### src/hw/csr_settings.svh
`ifndef CSR_SETTINGS_SVH
`define CSR_SETTINGS_SVH

// data path and index widths
`define CSR_XLEN 32
`define CSR_IDX_W 12

// mcycle, split over mcycle and mcycleh
`define CSR_CYCLE_W 64

// mstatus fields
`define MSTATUS_MIE_BIT 3
`define MSTATUS_MPIE_BIT 7

// low bit of the two-bit MPP field, hardwired to machine mode
`define MSTATUS_MPP_LO 11

// mie and mip share these positions
`define MIE_MSI_BIT 3
`define MIE_MTI_BIT 7
`define MIE_MEI_BIT 11

`endif

### src/hw/csr_map_pkg.sv
`include "csr_settings.svh"

package csr_map_pkg;

    // implemented machine-mode csr indices
    typedef enum logic [`CSR_IDX_W-1:0] {
        // machine information, read-only
        CSR_MVENDORID = 12'hf11,
        CSR_MARCHID   = 12'hf12,
        CSR_MIMPID    = 12'hf13,
        CSR_MHARTID   = 12'hf14,

        // trap setup
        CSR_MSTATUS   = 12'h300,
        CSR_MISA      = 12'h301,
        CSR_MIE       = 12'h304,
        CSR_MTVEC     = 12'h305,

        // trap handling
        CSR_MSCRATCH  = 12'h340,
        CSR_MEPC      = 12'h341,
        CSR_MCAUSE    = 12'h342,
        CSR_MTVAL     = 12'h343,
        CSR_MIP       = 12'h344,

        // counters
        CSR_MCYCLE    = 12'hb00,
        CSR_MCYCLEH   = 12'hb80
    } csr_addr_e;

endpackage

### src/hw/csr_access.sv
`timescale 1ns/1ps
`include "csr_settings.svh"

module csr_access
    import csr_map_pkg::*;
(
    input  logic                    clk,
    input  logic                    reset_n,

    input  logic [`CSR_IDX_W-1:0]   csr_idx,
    input  logic                    wbck_vld,
    input  logic [`CSR_XLEN-1:0]    wbck_wdata,

    // assembled words from the register banks
    input  logic [`CSR_XLEN-1:0]    mstatus_word,
    input  logic [`CSR_XLEN-1:0]    mepc_word,
    input  logic [`CSR_XLEN-1:0]    mcause_word,
    input  logic [`CSR_XLEN-1:0]    mtval_word,
    input  logic [`CSR_XLEN-1:0]    mtvec_word,
    input  logic [`CSR_XLEN-1:0]    mie_word,
    input  logic [`CSR_XLEN-1:0]    mip_word,

    output logic                    wr_en,
    output csr_addr_e               wr_idx,
    output logic [`CSR_XLEN-1:0]    wr_data,

    output logic [`CSR_XLEN-1:0]    csr_rdata,
    output logic                    ilegl_access
);

    csr_addr_e                  idx;
    logic                       idx_known;
    logic                       idx_ro;
    logic [`CSR_XLEN-1:0]       mscratch_q;
    logic [`CSR_CYCLE_W-1:0]    mcycle_q;

    assign idx = csr_addr_e'(csr_idx);

    always_comb begin
        idx_known = 1'b1;
        idx_ro = 1'b0;
        case (idx)
            CSR_MVENDORID, CSR_MARCHID, CSR_MIMPID, CSR_MHARTID,
            CSR_MISA, CSR_MIP, CSR_MCYCLE, CSR_MCYCLEH: begin
                idx_ro = 1'b1;
            end
            CSR_MSTATUS, CSR_MIE, CSR_MTVEC, CSR_MSCRATCH,
            CSR_MEPC, CSR_MCAUSE, CSR_MTVAL: begin
                idx_ro = 1'b0;
            end
            default: begin
                idx_known = 1'b0;
            end
        endcase
    end

    // unknown index is flagged on read as well as write
    assign ilegl_access = ~idx_known | (wbck_vld & idx_ro);

    assign wr_en = wbck_vld & idx_known & ~idx_ro;
    assign wr_idx = idx;
    assign wr_data = wbck_wdata;

    always_ff @(posedge clk or negedge reset_n) begin
        if (!reset_n) begin
            mscratch_q <= '0;
        end else if (wr_en && (wr_idx == CSR_MSCRATCH)) begin
            mscratch_q <= wr_data;
        end
    end

    // free-running, counts every cycle
    always_ff @(posedge clk or negedge reset_n) begin
        if (!reset_n) begin
            mcycle_q <= '0;
        end else begin
            mcycle_q <= mcycle_q + 1'b1;
        end
    end

    always_comb begin
        case (idx)
            CSR_MSTATUS:  csr_rdata = mstatus_word;
            CSR_MIE:      csr_rdata = mie_word;
            CSR_MTVEC:    csr_rdata = mtvec_word;
            CSR_MSCRATCH: csr_rdata = mscratch_q;
            CSR_MEPC:     csr_rdata = mepc_word;
            CSR_MCAUSE:   csr_rdata = mcause_word;
            CSR_MTVAL:    csr_rdata = mtval_word;
            CSR_MIP:      csr_rdata = mip_word;
            CSR_MCYCLE:   csr_rdata = mcycle_q[`CSR_XLEN-1:0];
            CSR_MCYCLEH:  csr_rdata = mcycle_q[`CSR_CYCLE_W-1:`CSR_XLEN];
            // ids, misa and unknown indices
            default:      csr_rdata = '0;
        endcase
    end

endmodule

### config.mk
export PLATFORM = sky130hd
export DESIGN_NAME = csr_access
export DESIGN_NICKNAME = d
export VERILOG_FILES = /design/src/hw/csr_map_pkg.sv /design/src/hw/csr_access.sv
export VERILOG_INCLUDE_DIRS = /design/src /design/src/hw
export SDC_FILE = /design/constraint.sdc
export NUM_CORES = 1
export LEC_CHECK = 0
export ABC_AREA = 1
export BUFFER_PORTS_ARGS = -buffer_cell sky130_fd_sc_hd__buf_4
export CAP_MARGIN = 20
export CORE_MARGIN = 8
export CORE_UTILIZATION = 49
export DETAILED_ROUTE_END_ITERATION = 8
export GPL_TIMING_DRIVEN = 0
export PLACE_DENSITY = 0.86
export SYNTH_ARGS = -nofsm -noshare
export SYNTH_HDL_FRONTEND = slang
export SYNTH_SLANG_ARGS = --single-unit
### constraint.sdc
create_clock -name clk -period 2.8 [get_ports clk]
set_input_delay 0.56 -clock clk [delete_from_list [all_inputs] [get_ports clk]]
set_output_delay 0.56 -clock clk [all_outputs]
set_load 0.01 [all_outputs]
== Word-level counts from Yosys, hierarchy flattened ==
Cells that the tools add are included.

* Register bits: 96
* Memories: 0
* Bits in writable memories: 0
* ROM bits: 0
* Input bits: 271
* Bits in latches: 0

* Reductions and logical operators: 3
* Magnitude comparators: 0
* Bitwise logic cells: 6
* Add/sub/neg operators: 1
* Div/mod/pow operators: 0
* Shifts and indexed selects: 0
* Equality and inequality tests: 15
* $mul: 0
* Multiplexer cells: 3

{| class="wikitable"
|+ Operator list
! operator !! count
|-
| $pmux 32 s10 || 1
|-
| $eq 12x10->1 const B || 9
|-
| $eq 12x12->1 const B || 6
|-
| $add 64x1->64 const B || 1
|-
| $reduce_or 15->1 || 1
|-
| $reduce_or 8->1 || 1
|-
| $and 1x1->1 || 3
|-
| $mux 1 || 2
|-
| $not 1->1 || 2
|-
| $logic_and 1x1->1 || 1
|-
| $or 1x1->1 || 1
|}

== Logic depth before layout (Yosys ltp) ==
* Depth after elaboration: 6
* Gate-level depth with buffers: 12

== Least setup slack after synthesis ==
No wires, ideal clock.

* Path type: input to output
* Start: in csr_idx[9]
* End: out csr_rdata[24]
* Stages: 12
* Data required time: 2240 ps
* Data arrival time: 1779 ps
* Path buffers: 2
* Path slack: 461 ps
* Cells stage by stage: nand2_1 -> inv_1 -> nand2_1 -> nor2_2 -> buf_4 -> nand2_1 -> inv_2 -> buf_2 -> nand2_1 -> nand3_1 -> a21oi_1 -> nand3_1

* Longest elaborated chain between the ends: 2
* Elaborated cells on any way between the ends: 11
* Those cells by class: eq/ne (10); mux (1)

{| class="wikitable"
|+ Ends and longest elaborated chain
! item !! RTL line !! text
|-
| start: declaration || csr_access.sv:10 || <nowiki>input logic [`CSR_IDX_W-1:0] csr_idx,</nowiki>
|-
| $eq 12x12->1 / $eq 12x10->1 (equally long branches) || csr_access.sv:82 || <nowiki>case (idx)</nowiki>
|-
| $pmux 32 s10 (*) || csr_access.sv:82 ||
|-
| end: declaration || csr_access.sv:27 || <nowiki>output logic [`CSR_XLEN-1:0] csr_rdata,</nowiki>
|}

Every way passes the cells marked *; elsewhere a longest branch is shown, timed or not.

== Final worst setup path ==
* Start: in csr_idx[6]
* End: out csr_rdata[14]

The elaborated chain is that of the path after synthesis.

==> impl_metrics.json <==
{
  "status": "finished, violations left",
  "violations": "negative setup slack",
  "synth-seq-area-share": 0.3032,
  "final_hold_viol_count": 0,
  "leakagePower_nw": 5.787,
  "path_clk_slew_ns": 0.07,
  "fin_cells": 1789,
  "synthXorXnorAreaFrac": 0.06744,
  "synth-compound-area-share": 0.07991,
  "start_util": 0.5006,
  "syn_area_per_cell_sq_um": 6.613,
  "stdcell_area_sq_um": 11510,
  "syn_to_final_growth_pct": 45.26,
  "io_buffers": 348,
  "required_ns": 2.24,
  "grt_setup_unrepaired": "true",
  "end_kind": "output pin",
  "drc": 0,
  "setup_violations": 5,
  "clk-insertion-delay-late_ns": 0.36,
  "ys_warn_count": 0,
  "clock_sinks": 96,
  "finalClockSkew_ns": 0.009617,
  "regArea_sq_um": 2402,
  "synth_top_family_by_area": "simple AND/OR/NAND/NOR gates",
  "synthesis.nets": 1470,
  "ioPinCount": 349,
  "finalMaxSlewViolations": 0,
  "p_total_mw": 3.353,
  "cpPeakStageDelay_ns": 0.21,
  "crit_type": "input port to output pin",
  "synthMuxAreaShare": 0,
  "maxSlewHeadroom": 0.5875,
  "cts_made_buffers": 9,
  "fp.dieH_um": 143.2,
  "ys_ff_latch": 96,
  "period_needed_ns": 2.899,
  "synth-simple-area-share": 0.4147,
  "timing.max_cap.violations": 0,
  "fin_crit_sh": 1.035,
  "hpwl_mm": 36.55,
  "gp_congestion": 1.112,
  "cellPowerDensity_nw_per_um2": 291.4,
  "multi_input_area_sq_um": 4631,
  "vias": 10860,
  "drt_iter0_markers": 1743,
  "peakVddDrop_mv": 0.2899,
  "worstPathArrival_ns": 2.34,
  "drive_gt1_frac": 0.3333,
  "via_per_inst": 6.068,
  "rows": 46,
  "dp_slack_ns": -0.5646,
  "htree_levels": 3,
  "hold_path_class": "input port to async pin",
  "worst_slack_ns": -0.09936,
  "first_pass_iters": 6,
  "synth_edf_count": 0,
  "async_flop_share": 1.000,
  "cts.root.buffer_cell": "clkbuf_16",
  "die_x_um": 143.2,
  "dp_cells": 1763,
  "routedWlPerCell_um": 25.06,
  "max-clock-path-buffers": 2,
  "syn_inst": 1198,
  "crit_buf_inv": 4,
  "grt_overflow": 0,
  "routed_wirelength_mm": 44.84,
  "track_usage": 0.4283,
  "cp_max_fo": 10,
  "postPlaceCellArea_sq_um": 10830,
  "ant_nets": 0,
  "n_fill_cell": 1331,
  "fmax_mhz": 344.9,
  "slowest_stage": "nor2_4",
  "critPathTopFamily": "simple AND/OR/NAND/NOR gates",
  "start_kind": "input port",
  "cts_tree": "yes",
  "path_cells": "buf_4 -> nor2_1 -> nand2_2 -> nor2_4 -> buf_6 -> buf_6 -> nand3_1 -> nand2_1 -> nor2_1 -> nand4_1 -> buf_4",
  "grt_pass1_vias": 10500,
  "syn_area_sq_um": 7923,
  "synthAdderAreaFrac": 0.001579,
  "grt_max_degree": 67,
  "die_area_sq_um": 20490,
  "synth_cell_types": 39,
  "tightest_slew_ns": 0.6141,
  "core_area_sq_um": 15830,
  "antenna_found_initial": 0,
  "grt_pass1_wl_mm": 64.03,
  "nets": 1839,
  "utilization": 0.7271,
  "synth_ff_type": "dfrtp_1"
}
flip-flops by register name, indices dropped and copies added, names as in the netlist:
register / cells
mcycle_q: 64
mscratch_q: 32
cell usage in the layout (no fill, tap or decap), types with 13 or more instances in the layout:
cell type and count:
nor3_1 32, nor2_1 89, nand2_1 259, buf_4 412
a31oi_1 16, dfrtp_1 96, nand4_1 58, clkbuf_2 15
inv_1 113, o21ai_0 19, nand3_1 225, buf_2 13
xor2_1 60, a21oi_1 39
per-stage QoR:
| stage | TNS, ns | hold slack (ns) |
|---|---|---|
| 2_1_floorplan | 0 | 0.2644 |
| 3_3_place_gp | -12.99 | 0.4532 |
| 3_5_place_dp | -12.58 | 0.4579 |
| 4_1_cts | 0 | 0.1603 |
| 5_1_grt | -0.4471 | 0.1759 |
| 6_report | -0.2156 | 0.1494 |
synth_stat cells, types with 3 or more instances:
library cell | number | area (sq um)
a21oi_1 | 40 | 200.2
a31oi_1 | 18 | 112.6
and3_1 | 3 | 18.77
buf_1 | 6 | 22.52
buf_2 | 24 | 120.1
buf_4 | 46 | 345.3
buf_6 | 3 | 33.78
clkbuf_1 | 23 | 86.33
dfrtp_1 | 96 | 2402
inv_1 | 115 | 431.7
inv_2 | 4 | 15.01
nand2_1 | 263 | 987.2
nand3_1 | 227 | 1136
nand3_2 | 3 | 30.03
nand3b_1 | 5 | 37.54
nand4_1 | 58 | 362.9
nor2_1 | 98 | 367.9
nor2_2 | 4 | 25.02
nor3_1 | 33 | 165.2
nor4_1 | 6 | 37.54
o211a_1 | 5 | 50.05
o21ai_0 | 20 | 100.1
o21ai_1 | 3 | 15.01
o22ai_1 | 16 | 100.1
xor2_1 | 60 | 525.5
report_power, final:
group	switching [mW]	internal, mW	total [mW]
clock network	0.572	0.809	1.38
registers	0.00000781	1.39	1.39
logic	0.245	0.342	0.587
worst paths after layout:
| kind | from | to | slack (ns) | cells past startpoint |
|---|---|---|---|---|
| worst max-delay path | csr_idx[6] | csr_rdata[14] | -0.1 | 11 |
| worst min-delay path | reset_n | mcycle_q[41] | 0.15 | 1 |
| worst max register to register | mcycle_q[17] | mcycle_q[53] | 0.45 | 6 |
| worst min register to register | mcycle_q[62] | mcycle_q[62] | 0.47 | 1 |
| max in group asynchronous | reset_n | mcycle_q[11] | 1.95 | 2 |
| min in group clk | mcycle_q[62] | mcycle_q[62] | 0.47 | 1 |
what timing repair did:
action / 4_1_cts / 5_1_grt
setup endpoints to repair: 34 / 34
hold buffers: 0 / 0
resized for setup: 69 / 42
setup buffers: 5 / 4
pin swaps: 4 / 7
cell families (layout without fill, tap and decap cells):
kind of cell / count (synthesis) / in the layout
adders and majority gates: 1 / 1
and+or+nand+nor: 711 / 711
other: 0 / 1
AOI/OAI and AO/OA: 108 / 108
DFF: 96 / 96
xor gates and xnor gates: 61 / 61
buffers and inverters: 221 / 595
area by class of cell:
type                       instances  share of cell area
clock inverter                     3            0.005653
buffer                           102             0.06306
inverter                         119             0.03947
antenna                            1           0.0002174
timing repair buffer             358              0.2353
clock buffer                      13             0.02174
multi-input combinational        881              0.4024
tap                              216             0.02348
sequential                        96              0.2087
layer usage:
metal	part of all wire	track usage	vias to the layer above
li1	-	-	4726
met1	0.35	0.5041	4994
met2	0.45	0.6696	926
met3	0.13	0.1205	209
met4	0.074	0.2869	0
met5	0	0	-
No activity file was read; power rests on OpenSTA's default activity.
