**src/hw/csr_settings.svh**
```systemverilog
`ifndef CSR_SETTINGS_SVH
`define CSR_SETTINGS_SVH

// data path and index widths
`define CSR_XLEN 32
`define CSR_IDX_W 12

// mcycle, split over mcycle and mcycleh
`define CSR_CYCLE_W 64

// mstatus fields
`define MSTATUS_MIE_BIT 3
`define MSTATUS_MPIE_BIT 7

// low bit of the two-bit MPP field, hardwired to machine mode
`define MSTATUS_MPP_LO 11

// mie and mip share these positions
`define MIE_MSI_BIT 3
`define MIE_MTI_BIT 7
`define MIE_MEI_BIT 11

`endif

```
**src/hw/csr_map_pkg.sv**
```systemverilog
`include "csr_settings.svh"

package csr_map_pkg;

    // implemented machine-mode csr indices
    typedef enum logic [`CSR_IDX_W-1:0] {
        // machine information, read-only
        CSR_MVENDORID = 12'hf11,
        CSR_MARCHID   = 12'hf12,
        CSR_MIMPID    = 12'hf13,
        CSR_MHARTID   = 12'hf14,

        // trap setup
        CSR_MSTATUS   = 12'h300,
        CSR_MISA      = 12'h301,
        CSR_MIE       = 12'h304,
        CSR_MTVEC     = 12'h305,

        // trap handling
        CSR_MSCRATCH  = 12'h340,
        CSR_MEPC      = 12'h341,
        CSR_MCAUSE    = 12'h342,
        CSR_MTVAL     = 12'h343,
        CSR_MIP       = 12'h344,

        // counters
        CSR_MCYCLE    = 12'hb00,
        CSR_MCYCLEH   = 12'hb80
    } csr_addr_e;

endpackage

```
**src/hw/csr_irq_regs.sv**
```systemverilog
`timescale 1ns/1ps
`include "csr_settings.svh"

module csr_irq_regs
    import csr_map_pkg::*;
(
    input  logic                    clk,
    input  logic                    reset_n,

    input  logic                    wr_en,
    input  csr_addr_e               wr_idx,
    input  logic [`CSR_XLEN-1:0]    wr_data,

    input  logic                    sft_irq,
    input  logic                    tmr_irq,
    input  logic                    ext_irq,

    output logic [`CSR_XLEN-1:0]    mie_word,
    output logic [`CSR_XLEN-1:0]    mip_word,
    output logic                    sft_irq_en,
    output logic                    tmr_irq_en,
    output logic                    ext_irq_en
);

    // ordered sft, tmr, ext from bit 0
    logic [2:0]     en_q;
    logic [2:0]     pend_q;

    always_ff @(posedge clk or negedge reset_n) begin
        if (!reset_n) begin
            en_q <= '0;
        end else if (wr_en && (wr_idx == CSR_MIE)) begin
            en_q <= {wr_data[`MIE_MEI_BIT], wr_data[`MIE_MTI_BIT], wr_data[`MIE_MSI_BIT]};
        end
    end

    // lines sampled once, one edge of lag
    always_ff @(posedge clk or negedge reset_n) begin
        if (!reset_n) begin
            pend_q <= '0;
        end else begin
            pend_q <= {ext_irq, tmr_irq, sft_irq};
        end
    end

    always_comb begin
        mie_word = '0;
        mie_word[`MIE_MSI_BIT] = en_q[0];
        mie_word[`MIE_MTI_BIT] = en_q[1];
        mie_word[`MIE_MEI_BIT] = en_q[2];
        mip_word = '0;
        mip_word[`MIE_MSI_BIT] = pend_q[0];
        mip_word[`MIE_MTI_BIT] = pend_q[1];
        mip_word[`MIE_MEI_BIT] = pend_q[2];
    end

    assign sft_irq_en = en_q[0];
    assign tmr_irq_en = en_q[1];
    assign ext_irq_en = en_q[2];

endmodule

```
**config.mk**
```make
export PLATFORM = sky130hd
export DESIGN_NAME = csr_irq_regs
export DESIGN_NICKNAME = d
export VERILOG_FILES = /design/src/hw/csr_map_pkg.sv /design/src/hw/csr_irq_regs.sv
export VERILOG_INCLUDE_DIRS = /design/src /design/src/hw
export SDC_FILE = /design/constraint.sdc
export NUM_CORES = 1
export LEC_CHECK = 0
export ABC_AREA = 1
export BUFFER_PORTS_ARGS = -buffer_cell sky130_fd_sc_hd__buf_4
export CAP_MARGIN = 20
export CORE_MARGIN = 2
export CORE_UTILIZATION = 25
export DETAILED_ROUTE_END_ITERATION = 7
export PLACE_DENSITY = 0.77
export SLEW_MARGIN = 10
export SYNTH_ARGS = -nofsm -noshare
export SYNTH_HDL_FRONTEND = slang
export SYNTH_SLANG_ARGS = --single-unit
```
**constraint.sdc**
```tcl
create_clock -name clk -period 0.8 [get_ports clk]
set_input_delay 0.08 -clock clk [delete_from_list [all_inputs] [get_ports clk]]
set_output_delay 0.08 -clock clk [all_outputs]
set_load 0.03 [all_outputs]
```
== Yosys cells after proc, flatten, opt, wreduce, memory -nomap -nowiden ==
Index checks and enable logic that the tools add are counted.
Operators by class
  add/sub/neg operators: 0
  divide/modulo/power cells: 0
  equal/unequal tests: 1
  $mul: 0
  magnitude comparators: 0
  reduce and logical (&&, ||, !) cells: 1
  muxes and demuxes: 0
  shifts and indexed selects: 0
  bitwise operators: 0
Operator list (number)
  $eq 12x10->1 const B: 1
  $logic_and 1x1->1: 1
Word-level totals
  word-level logic and storage cells: 4
  output and inout bits: 67
  memories kept: 0
  input port bits: 50
  RAM bits: 0
  flip-flop bits (word level): 6
  ROM bits: 0
  latch bits: 0

== Depth between registers and ports, before layout ==
Gate-level depths: netlist (run 1).
  depth after elaboration: 2
  mapped depth: 7
  gate-level depth less buffers: 7

== Least setup slack after synthesis (run 1) ==
Ideal clock, no wire load.
  path type: register -> output
  start point: reg en_q[2]
  end point: out mie_word[11]
  data required time: 720 ps
  setup slack: -1 ps
  buffers on the path: 1
  stages on the path, launching flop included: 2
  data arrival time: 721 ps
  cells stage by stage: dfrtp_1 > buf_4
RTL lines
  from (decl): RTL line csr_irq_regs.sv:26  | logic [2:0] en_q;
  from (signal assigned): RTL line csr_irq_regs.sv:33  | en_q <= {wr_data[`MIE_MEI_BIT], wr_data[`MIE_MTI_BIT], wr_data[`MIE_MSI_BIT]};
  to (decl): RTL line csr_irq_regs.sv:18  | output logic [`CSR_XLEN-1:0] mie_word,
No word-level cell between the ends.

== Final worst setup path (run 1) ==
  start point: reg en_q[2]
  end point: out mie_word[11]
No word-level cell between the ends.

==> metrics.txt, run 1 <==
Max IR drop VDD roughly 0.00075 V; grt total ovfl 0; Initial Utilization between 20% and 30%; most frequent cells in the layout conb_1, buf_4, buf_6; number of nets in the layout 176; die area ~0.0034 mm²; Port Buffers 29; CTS tree yes; CTS Buf Count 3; R2R setup slack 0.04 ns; RSZ-0062 raised after global routing true; Root Buffer clkbuf_4; DRC Markers 0; Leak roughly 0.54 nW; CP cell instances buf_6; Crit path max-delay family flip-flops; GP Congestion between 0.6 and 0.7; fillers 305; Syn Area/Cell about 8.2 µm²; via count roughly 480; first-pass GRT wire length 1500 µm; WP data arrival 0.82 ns; Hold Path Depth 3; die width ~58 µm; WL per Instance about 6.7 µm; fin area 872 µm²; max incr delay on CP 0.43 ns; pwr dens 1300 mW/mm²; largest net degree at the start of global routing 7; num rows 19; routed wire length slightly above 1000 µm; failing checks setup timing; Layout Cells excl Fill 156; flops & latches, synth 6; placed cell count 146; Die Ht about 60 µm; Hold Crit Class primary input to flop; initial antenna violation count 0; CP Max Fanout 3; multi-input gate area in the final layout 339 µm²; slowest CP cell dfrtp_2; Hold Fails Final Rpt 0; final cycle utilization of the critical path 112%; f_max about 1.1 GHz; Final ANT Viol Nets 0; Core Region approximately 0.0028 mm²; clk slew on worst S/H paths ~0.050 ns; sequential fraction of the synthesis area roughly a fifth; Final min period ~0.90 ns; worst path buffer plus inverter count 1; Layout Area Growth over Synthesis 17.7%; final core utilization 31.4%; Max Cap Violations 0; max-slew violations 0; CP required about 0.7 ns; final clock skew 0 ns; Final Setup Violations 9; Hold Path Origin wr_data[3]; Hold EP en_q[0]; # H-tree levels 1; Reg-to-Reg End en_q[0]; warnings from Yosys 0; initial drt markers 5; Netlist Area Pre-Place about 740 µm²; clock latency on the worst-skew pair approximately 0.24 ns; cell depth of the worst flop-to-flop path 3; status finished, violations left; Placed Area between 700 and 800 µm²; crit path launch type flop; Setup CP Type flop to primary output; I/O pins between 100 and 150; number of global-route vias before repair ~380; TNS Setup -0.587 ns; CP endpoint kind primary output; post-DP HPWL 922 µm; post-route setup slack -0.0981 ns; DR pass1 iterations 2; Clock Sinks 6; FF/Latch Area 154 µm²; Cell variety after synth 12; maximum root-to-sink buffer count 2; reg2reg start en_q[0]; ant diodes 0; overall global routing resource usage around 5.9%; DR vias/cell around 3.1; leading cell type in the layout, fill and taps excluded conb_1; Syn Inst Count 90; share of layout cells above drive strength 1 between 30% and 40%
-- cells in the mapped netlist (all sizes together) --
cell | count | share of area [%]
buf | 61 | 62
nor2 | 5 | 5.7
nand2 | 10 | 6.1
or2 | 1 | 1.2
dfrtp | 6 | 20
nand3 | 4 | 3.4
inv | 2 | 1.0
conb | 1 | 0.51
-- what timing repair did --
item / 4_1_cts / 5_1_grt
endpoints found under the hold margin: 9 / 0
hold buffers: 4 / 0
buffers inserted: 1 / 1
gates resized for setup: 9 / 0
setup endpoints to repair: 9 / 10
-- layer usage --
layer / vias to the layer above / wire length, µm / track usage [%]
met5: - / 0 / 0
met4: 0 / 0 / 4.98
met3: 0 / 152 / 0.659
met2: 46 / 658 / 13.2
met1: 208 / 227 / 4.02
li1: 222 / - / -
-- worst register-to-register path, delay by kind of cell (launching register included) --
kind / cells / cell delay, ns
AND/OR/NAND/NOR: 2 / 0.09
buffers and inverters: 1 / 0.14
flip-flops: 1 / 0.42
-- metrics by stage --
stage / setup WS, ns / hold slack [ns] / power (W)
after floorplan: 0.0723 / -0.216 / 0.000936
after global placement: -0.0737 / -0.115 / 0.000809
after detailed placement: -0.0885 / -0.111 / 0.000811
after CTS: -0.112 / 0.0704 / 0.00114
after global routing: -0.123 / 0.0939 / 0.00120
final: -0.0981 / 0.0745 / 0.00113
-- power breakdown --
part / internal, W / leakage (nW) / switching, W
combinational: 0.000101 / 0.449 / 0.000417
clock: 0.000189 / 0.0150 / 0.000107
sequential: 0.000313 / 0.0718 / 0.00000403
-- final cells by class --
type | instances | share of cell area, %
multi-input cells | 78 | 38.9
repair buffers | 35 | 35.2
flip-flops and latches | 6 | 17.6
well taps | 31 | 4.45
clock buffers | 4 | 3.01
inverters | 2 | 0.861
-- registers in the layout, indices dropped and copies added, names as in the netlist --
register	flops
en_q	3
pend_q	3
-- worst max-delay path by stage --
stage / startpoint / to / slack [ns] / cells after the start
2_1_floorplan: en_q[2] / mie_word[11] / 0.07 / 1
3_3_place_gp: wr_idx[1] / en_q[1] / -0.07 / 6
3_5_place_dp: wr_idx[1] / en_q[2] / -0.09 / 6
4_1_cts: en_q[2] / mie_word[11] / -0.11 / 1
5_1_grt: en_q[2] / mie_word[11] / -0.12 / 1
6_report: en_q[2] / mie_word[11] / -0.1 / 1
-- kinds of logic (layout without fill, tap and decap cells) --
family                 count (synthesis)  in the layout  share of synthesized area [%]
other                                  1             58                          0.506
and+or+nand+nor                       20             20                           16.4
DFF                                    6              6                           20.3
buffers and inverters                 63             41                           62.8
No activity file was read; power rests on OpenSTA's default activity.
==> inputs of run 2 (changes only) <==
ABC_AREA = unset   (was 1)
PLACE_DENSITY = 0.8   (was 0.77)
==> run 2 against run 1 <==
Against the previous run: the run still ends with setup timing left; clock skew is the same; design area shrank 6.2%; clock power shrank 9.8%; global-route usage shrank 0.12 points; routed wire length grew 9.6%; sequential share of layout area grew 0.70 points; critical endpoint is now en_q[2]; power shrank 2.9%; hold slack gained 0.0042 ns; utilization grew 0.80 points; flip-flop and latch count is the same; combinational power shrank 1%; die area shrank 6.9%.
==> metrics.txt, run 2 <==
Cell variety after synth 9 (was 12); Final ANT Viol Nets 0 (unchanged); biggest regs en_q x3, pend_q x3 (unchanged); number of synthesized flops with an enable pin 0 (unchanged); Min Hold Slack 0.0787 ns (was 0.0745 ns); WL per Instance 8.25 µm (was 6.65 µm); Leak 0.484 nW (was 0.536 nW); overall global routing resource usage 5.82% (was 5.94%); final clock skew 0 ns (unchanged); Final Setup Violations 12 (was 9); Port Buffers 29 (unchanged); max-slew violations 0 (unchanged); WP data arrival 1.01 ns (was 0.82 ns); CP required 0.92 ns (was 0.72 ns); Clock Sinks 6 (unchanged); Hold Crit Class primary input to flop (unchanged); crit path launch type primary input (was flop); post-DP HPWL 889 µm (was 922 µm); Netlist Area Pre-Place 686 µm² (was 741 µm²); clock latency on the worst-skew pair 0.24 ns (about the same); share of the synthesized area in the top cell type 66.8% (was 61.8%); routed wire length 1140 µm (was 1040 µm); # H-tree levels 1 (unchanged); GP Congestion 0.619 (was 0.625); CP endpoint kind flop (was primary output); post-route setup slack -0.0938 ns (was -0.0981 ns); maximum root-to-sink buffer count 2 (unchanged); leading cell type in the layout, fill and taps excluded conb_1 (unchanged); Setup CP Type primary input to flop (was flop to primary output); DRC Markers 0 (unchanged); CP Max Fanout 3 (unchanged); CTS Buf Count 3 (unchanged); Syn Inst Count 76 (was 90); first-pass GRT wire length 1410 µm (was 1500 µm); I/O pins 117 (unchanged); commonest cells in the netlist buf_4, dfrtp_1, mux2_2 (was buf_4, nand2_1, dfrtp_1); die area 0.00318 mm² (was 0.00341 mm²); number of global-route vias before repair 354 (was 383); f_max 1.12 GHz (was 1.11 GHz); clk slew on worst S/H paths 0.04 ns (was 0.05 ns); synth top area cells buf_4, dfrtp_1, mux2_2 (was buf_4, dfrtp_1, nand2_1); status finished, violations left (unchanged); Post-synth ARST share 100% (unchanged); flops & latches, synth 6 (unchanged); Syn Area/Cell 9.02 µm² (was 8.23 µm²); warnings from Yosys 0 (unchanged); RSZ-0062 raised after global routing true (unchanged); ant diodes 0 (unchanged); post-CTS setup buffers 0 (was 1); Root Buffer clkbuf_4 (unchanged); num rows 18 (was 19); dominant cell type by area after synthesis buf_4 (unchanged); number of nets in the layout 160 (was 176); DR vias/cell 3.01 (was 3.05); DR pass1 iterations 1 (was 2); most frequent cells in the layout conb_1, buf_4, buf_6 (unchanged); Core Region 0.00254 mm² (was 0.00278 mm²); Hold Fails Final Rpt 0 (unchanged); failing checks setup timing (unchanged); sequential fraction of the synthesis area 21.9% (was 20.3%); share of layout cells above drive strength 1 34.3% (was 35.2%); most frequent cell after synthesis buf_4 (unchanged); Final min period 0.894 ns (was 0.898 ns); initial antenna violation count 0 (unchanged); Max Cap Violations 0 (unchanged); via count 416 (was 476); CTS tree yes (unchanged); most common flop cell mapped by yosys dfrtp_1 (unchanged); initial drt markers 0 (was 5); Initial Utilization 26.9% (was 26.6%); largest net degree at the start of global routing 7 (unchanged); Max IR drop VDD 0.000730 V (was 0.000749 V); grt total ovfl 0 (unchanged); pwr dens 1340 mW/mm² (was 1300 mW/mm²); Layout Area Growth over Synthesis 19.3% (was 17.7%); die width 56.4 µm (was 58.4 µm); final cycle utilization of the critical path 112% (about the same); Die Ht 56.4 µm (was 58.4 µm); Place WS -0.327 ns (was -0.0885 ns)
run 2: cell count changes after synthesis, moves of 2 or more:
| cell | delta |
|---|---|
| nand2_1 | -7 |
| mux2_2 | +3 |
| nand2_2 | -3 |
| nand3_1 | -3 |
| inv_1 | -2 |
| nor2_1 | -2 |
run 2: worst max-delay path, cell delays in order:
cell	delay, ns
buf_6	0.09
nor4_4	0.26
nand4_1	0.22
mux2_4	0.36
run 2: report_power, final:
group	switching, W	internal [W]
sequential	0.00000432	0.000313
combinational	0.000411	0.000101
clock	0.0000982	0.000169
run 2: logic make-up after synthesis:
group	synth area share [%]
simple gates	5.84
buf+inv	66.8
other cells	0.547
mux	4.93
flops	21.9
run 2: repair_timing:
item	in CTS	in global routing
hold endpoints to repair	9	0
hold buffers	4	0
pin swaps	0	0
setup endpoints to repair	12	12
cloned	0	0
resized for setup	7	7
run 2: path summary, 6_finish.rpt:
kind                            startpoint   endpoint  slack, ns  cells past startpoint
worst min-delay path            wr_data[3]    en_q[0]       0.08                      2
min in group asynchronous          reset_n    en_q[1]       0.20                      2
worst max-delay path             wr_idx[1]    en_q[2]      -0.09                      4
worst min register to register     en_q[0]    en_q[0]       0.60                      1
max in group asynchronous          reset_n  pend_q[0]       0.49                      2
worst max register to register     en_q[1]    en_q[1]      -0.01                      1
run 2: stage by stage:
| step | total power, W | utilization (%) | TNS [ns] | instances | cell area, µm² |
|---|---|---|---|---|---|
| 6_report | 0.00110 | 32.2 | -0.785 | 138 | 818 |
| 5_1_grt | 0.00116 | 32.2 | -1.45 | 138 | 818 |
| 4_1_cts | 0.00110 | 30.9 | -0.842 | 138 | 786 |
| 3_5_place_dp | 0.000795 | 27.4 | -0.971 | 131 | 697 |
| 3_3_place_gp | 0.000793 | 27.4 | -0.870 | 131 | 697 |
| 2_1_floorplan | 0.000919 | - | -0.285 | 133 | 900 |
run 2: area by class of cell:
cell class / instances / area (µm²)
Fill cell: 272 / 1730
Multi-Input combinational cell: 66 / 309
Timing Repair Buffer: 33 / 299
Sequential cell: 6 / 150
Tap cell: 30 / 37.5
Clock buffer: 3 / 22.5
run 2: per-layer routing:
| metal | track usage [%] | vias to the layer above | share of wire (%) |
|---|---|---|---|
| met5 | 0 | - | 0 |
| met4 | 1.02 | 0 | 0 |
| met3 | 4.38 | 0 | 18 |
| met2 | 12.3 | 50 | 62 |
| met1 | 3.77 | 184 | 20 |
| li1 | - | 182 | - |
==> inputs of run 3 (changes only) <==
CORE_UTILIZATION = 27   (was 25)
PLACE_DENSITY = 0.85   (was 0.8)
SLEW_MARGIN = 0   (was 10)
==> run 3 against run 2 <==
Against the previous run: the run still ends with setup timing left; worst setup slack better by 0.010 ns; hold slack worse by 0.0091 ns; die area fell by 6.9%; design area shrank 3.1%; non-clock buffer count unchanged; flip-flop and latch count unchanged; via count is 0.24% lower; first-iteration DRC count grew 3; routed wire length is 5.9% lower; global-route usage up 1.7 points; final cell count is the same; critical path type is now flop to primary output; critical endpoint is now ext_irq_en.
==> metrics.txt, run 3 (synthesized netlist as in run 2, its figures left out) <==
DR pass1 iterations 2 (was 1); Final ANT Viol Nets 0 (unchanged); CP Max Fanout 3 (unchanged); clock latency on the worst-skew pair 0.24 ns (about the same); status finished, violations left (unchanged); share of layout cells above drive strength 1 33.3% (was 34.3%); initial antenna violation count 0 (unchanged); Sw Pwr 0.000516 W (was 0.000514 W); Leak 0.475 nW (was 0.484 nW); Port Buffers 29 (unchanged); Final min period 0.883 ns (was 0.894 ns); most frequent cells in the layout conb_1, buf_4, buf_6 (unchanged); post-route setup slack -0.0834 ns (was -0.0938 ns); Layout Cells excl Fill 138 (unchanged); WL per Instance 7.76 µm (was 8.25 µm); number of global-route vias before repair 345 (was 354); leading cell type in the layout, fill and taps excluded conb_1 (unchanged); Final Setup Violations 12 (unchanged); ant diodes 0 (unchanged); sw frac 47.2% (was 46.8%); max-slew violations 0 (unchanged); RSZ-0062 raised after global routing true (unchanged); die width 54.4 µm (was 56.4 µm); R2R setup slack 0.01 ns (was -0.01 ns); CTS Buf Count 3 (unchanged); number of nets in the layout 160 (unchanged); maximum root-to-sink buffer count 2 (unchanged); f_max 1.13 GHz (was 1.12 GHz); post-CTS setup buffers 0 (unchanged); Max Cap Violations 0 (unchanged); first-pass GRT wire length 1480 µm (was 1410 µm); final cycle utilization of the critical path 110% (was 112%); die area 0.00296 mm² (was 0.00318 mm²); slowest CP cell dfrtp_1 (was mux2_4); final core utilization 32.6% (was 32.2%); DRC Markers 0 (unchanged); initial drt markers 3 (was 0); WP data arrival 0.80 ns (was 1.01 ns); Layout Area Growth over Synthesis 15.7% (was 19.3%); routed wire length 1070 µm (was 1140 µm); grt total ovfl 0 (unchanged); num rows 18 (unchanged); CP required 0.72 ns (was 0.92 ns); Die Ht 54.4 µm (was 56.4 µm); clk slew on worst S/H paths 0.04 ns (about the same); biggest regs en_q x3, pend_q x3 (unchanged); Max IR drop VDD 0.000745 V (was 0.000730 V); Root Buffer clkbuf_4 (unchanged); Hold Fails Final Rpt 0 (unchanged); GP Congestion 0.644 (was 0.619); worst path buffer plus inverter count 1 (unchanged); largest net degree at the start of global routing 7 (unchanged); max incr delay on CP 0.41 ns (was 0.36 ns); power share of the combinational group 45.9% (was 46.7%); overall global routing resource usage 7.52% (was 5.82%); Seq pwr share 29.0% (was 28.9%); Core Region 0.00243 mm² (was 0.00254 mm²); CTS tree yes (unchanged); Clock Sinks 6 (unchanged); internal power 0.000578 W (was 0.000583 W); final clock skew 0 ns (unchanged); Hold Crit Class primary input to flop (unchanged); Setup CP Type flop to primary output (was primary input to flop); crit path launch type flop (was primary input); pwr dens 1380 mW/mm² (was 1340 mW/mm²); via count 415 (was 416); # H-tree levels 1 (unchanged); DR vias/cell 3.01 (about the same); CP endpoint kind primary output (was flop); Tot Pwr 0.00109 W (was 0.00110 W); placed cell count 131 (unchanged); Initial Utilization 28.2% (was 26.9%); Clock power frac 25.1% (was 24.3%); failing checks setup timing (unchanged); CP cell instances buf_6 (was buf_6 > nor4_4 > nand4_1 > mux2_4); post-DP HPWL 947 µm (was 889 µm); I/O pins 117 (unchanged); Crit path max-delay family flip-flops (was simple AND/OR/NAND/NOR gates)
## run 3: cell count changes in the layout (fill, tap and decap cells not counted)
cell     previous run  this run
buf_4              18        20
buf_6              11         9
mux2_2              2         3
mux2_4              1         0
nor3b_1             0         1
nor3b_2             1         0
nor4_2              0         1
nor4_4              1         0
## run 3: power by group through the flow
stage / Sequential, W / Combinational (W) / Clock, W
2_1_floorplan: 0.000338 / 0.000582 / 0
3_3_place_gp: 0.000320 / 0.000473 / 0
3_5_place_dp: 0.000320 / 0.000475 / 0
4_1_cts: 0.000318 / 0.000496 / 0.000297
5_1_grt: 0.000318 / 0.000538 / 0.000312
6_report: 0.000318 / 0.000502 / 0.000275
## run 3: worst paths after layout
path / depth (start not counted) / end / start
worst max-delay path: 1 / ext_irq_en / en_q[2]
worst max register to register: 1 / en_q[0] / en_q[0]
worst min-delay path: 2 / en_q[1] / wr_data[7]
min in group asynchronous: 2 / pend_q[0] / reset_n
worst min register to register: 1 / en_q[1] / en_q[1]
max in group asynchronous: 2 / en_q[1] / reset_n
## run 3: per-layer routing
| layer | track usage, % | wire length, µm | vias to the layer above |
|---|---|---|---|
| li1 | - | - | 183 |
| met1 | 6.79 | 308 | 187 |
| met2 | 13.5 | 589 | 45 |
| met3 | 4.10 | 172 | 0 |
| met4 | 3.75 | 0 | 0 |
| met5 | 0 | 0 | - |
## run 3: repair_timing
action	4_1_cts	5_1_grt
hold endpoints to repair	9	0
resized for setup	9	0
hold buffers	4	0
setup endpoints to repair	12	12
## run 3: final cells by class
class / instances / area (µm²)
fillers: 261 / 1640
clock buffers: 3 / 22.5
multi-input cells: 66 / 292
repair buffers: 33 / 292
well taps: 30 / 37.5
flip-flops and latches: 6 / 150
## run 3: metrics by stage
| step | setup slack (ns) | area, µm² | hold slack [ns] | setup TNS, ns |
|---|---|---|---|---|
| 2_1_floorplan | -0.0950 | 900 | -0.216 | -0.285 |
| 3_3_place_gp | -0.282 | 697 | -0.110 | -0.844 |
| 3_5_place_dp | -0.316 | 697 | -0.108 | -0.943 |
| 4_1_cts | -0.108 | 793 | 0.0592 | -0.921 |
| 5_1_grt | -0.132 | 793 | 0.0574 | -1.20 |
| 6_report | -0.0834 | 793 | 0.0695 | -0.685 |
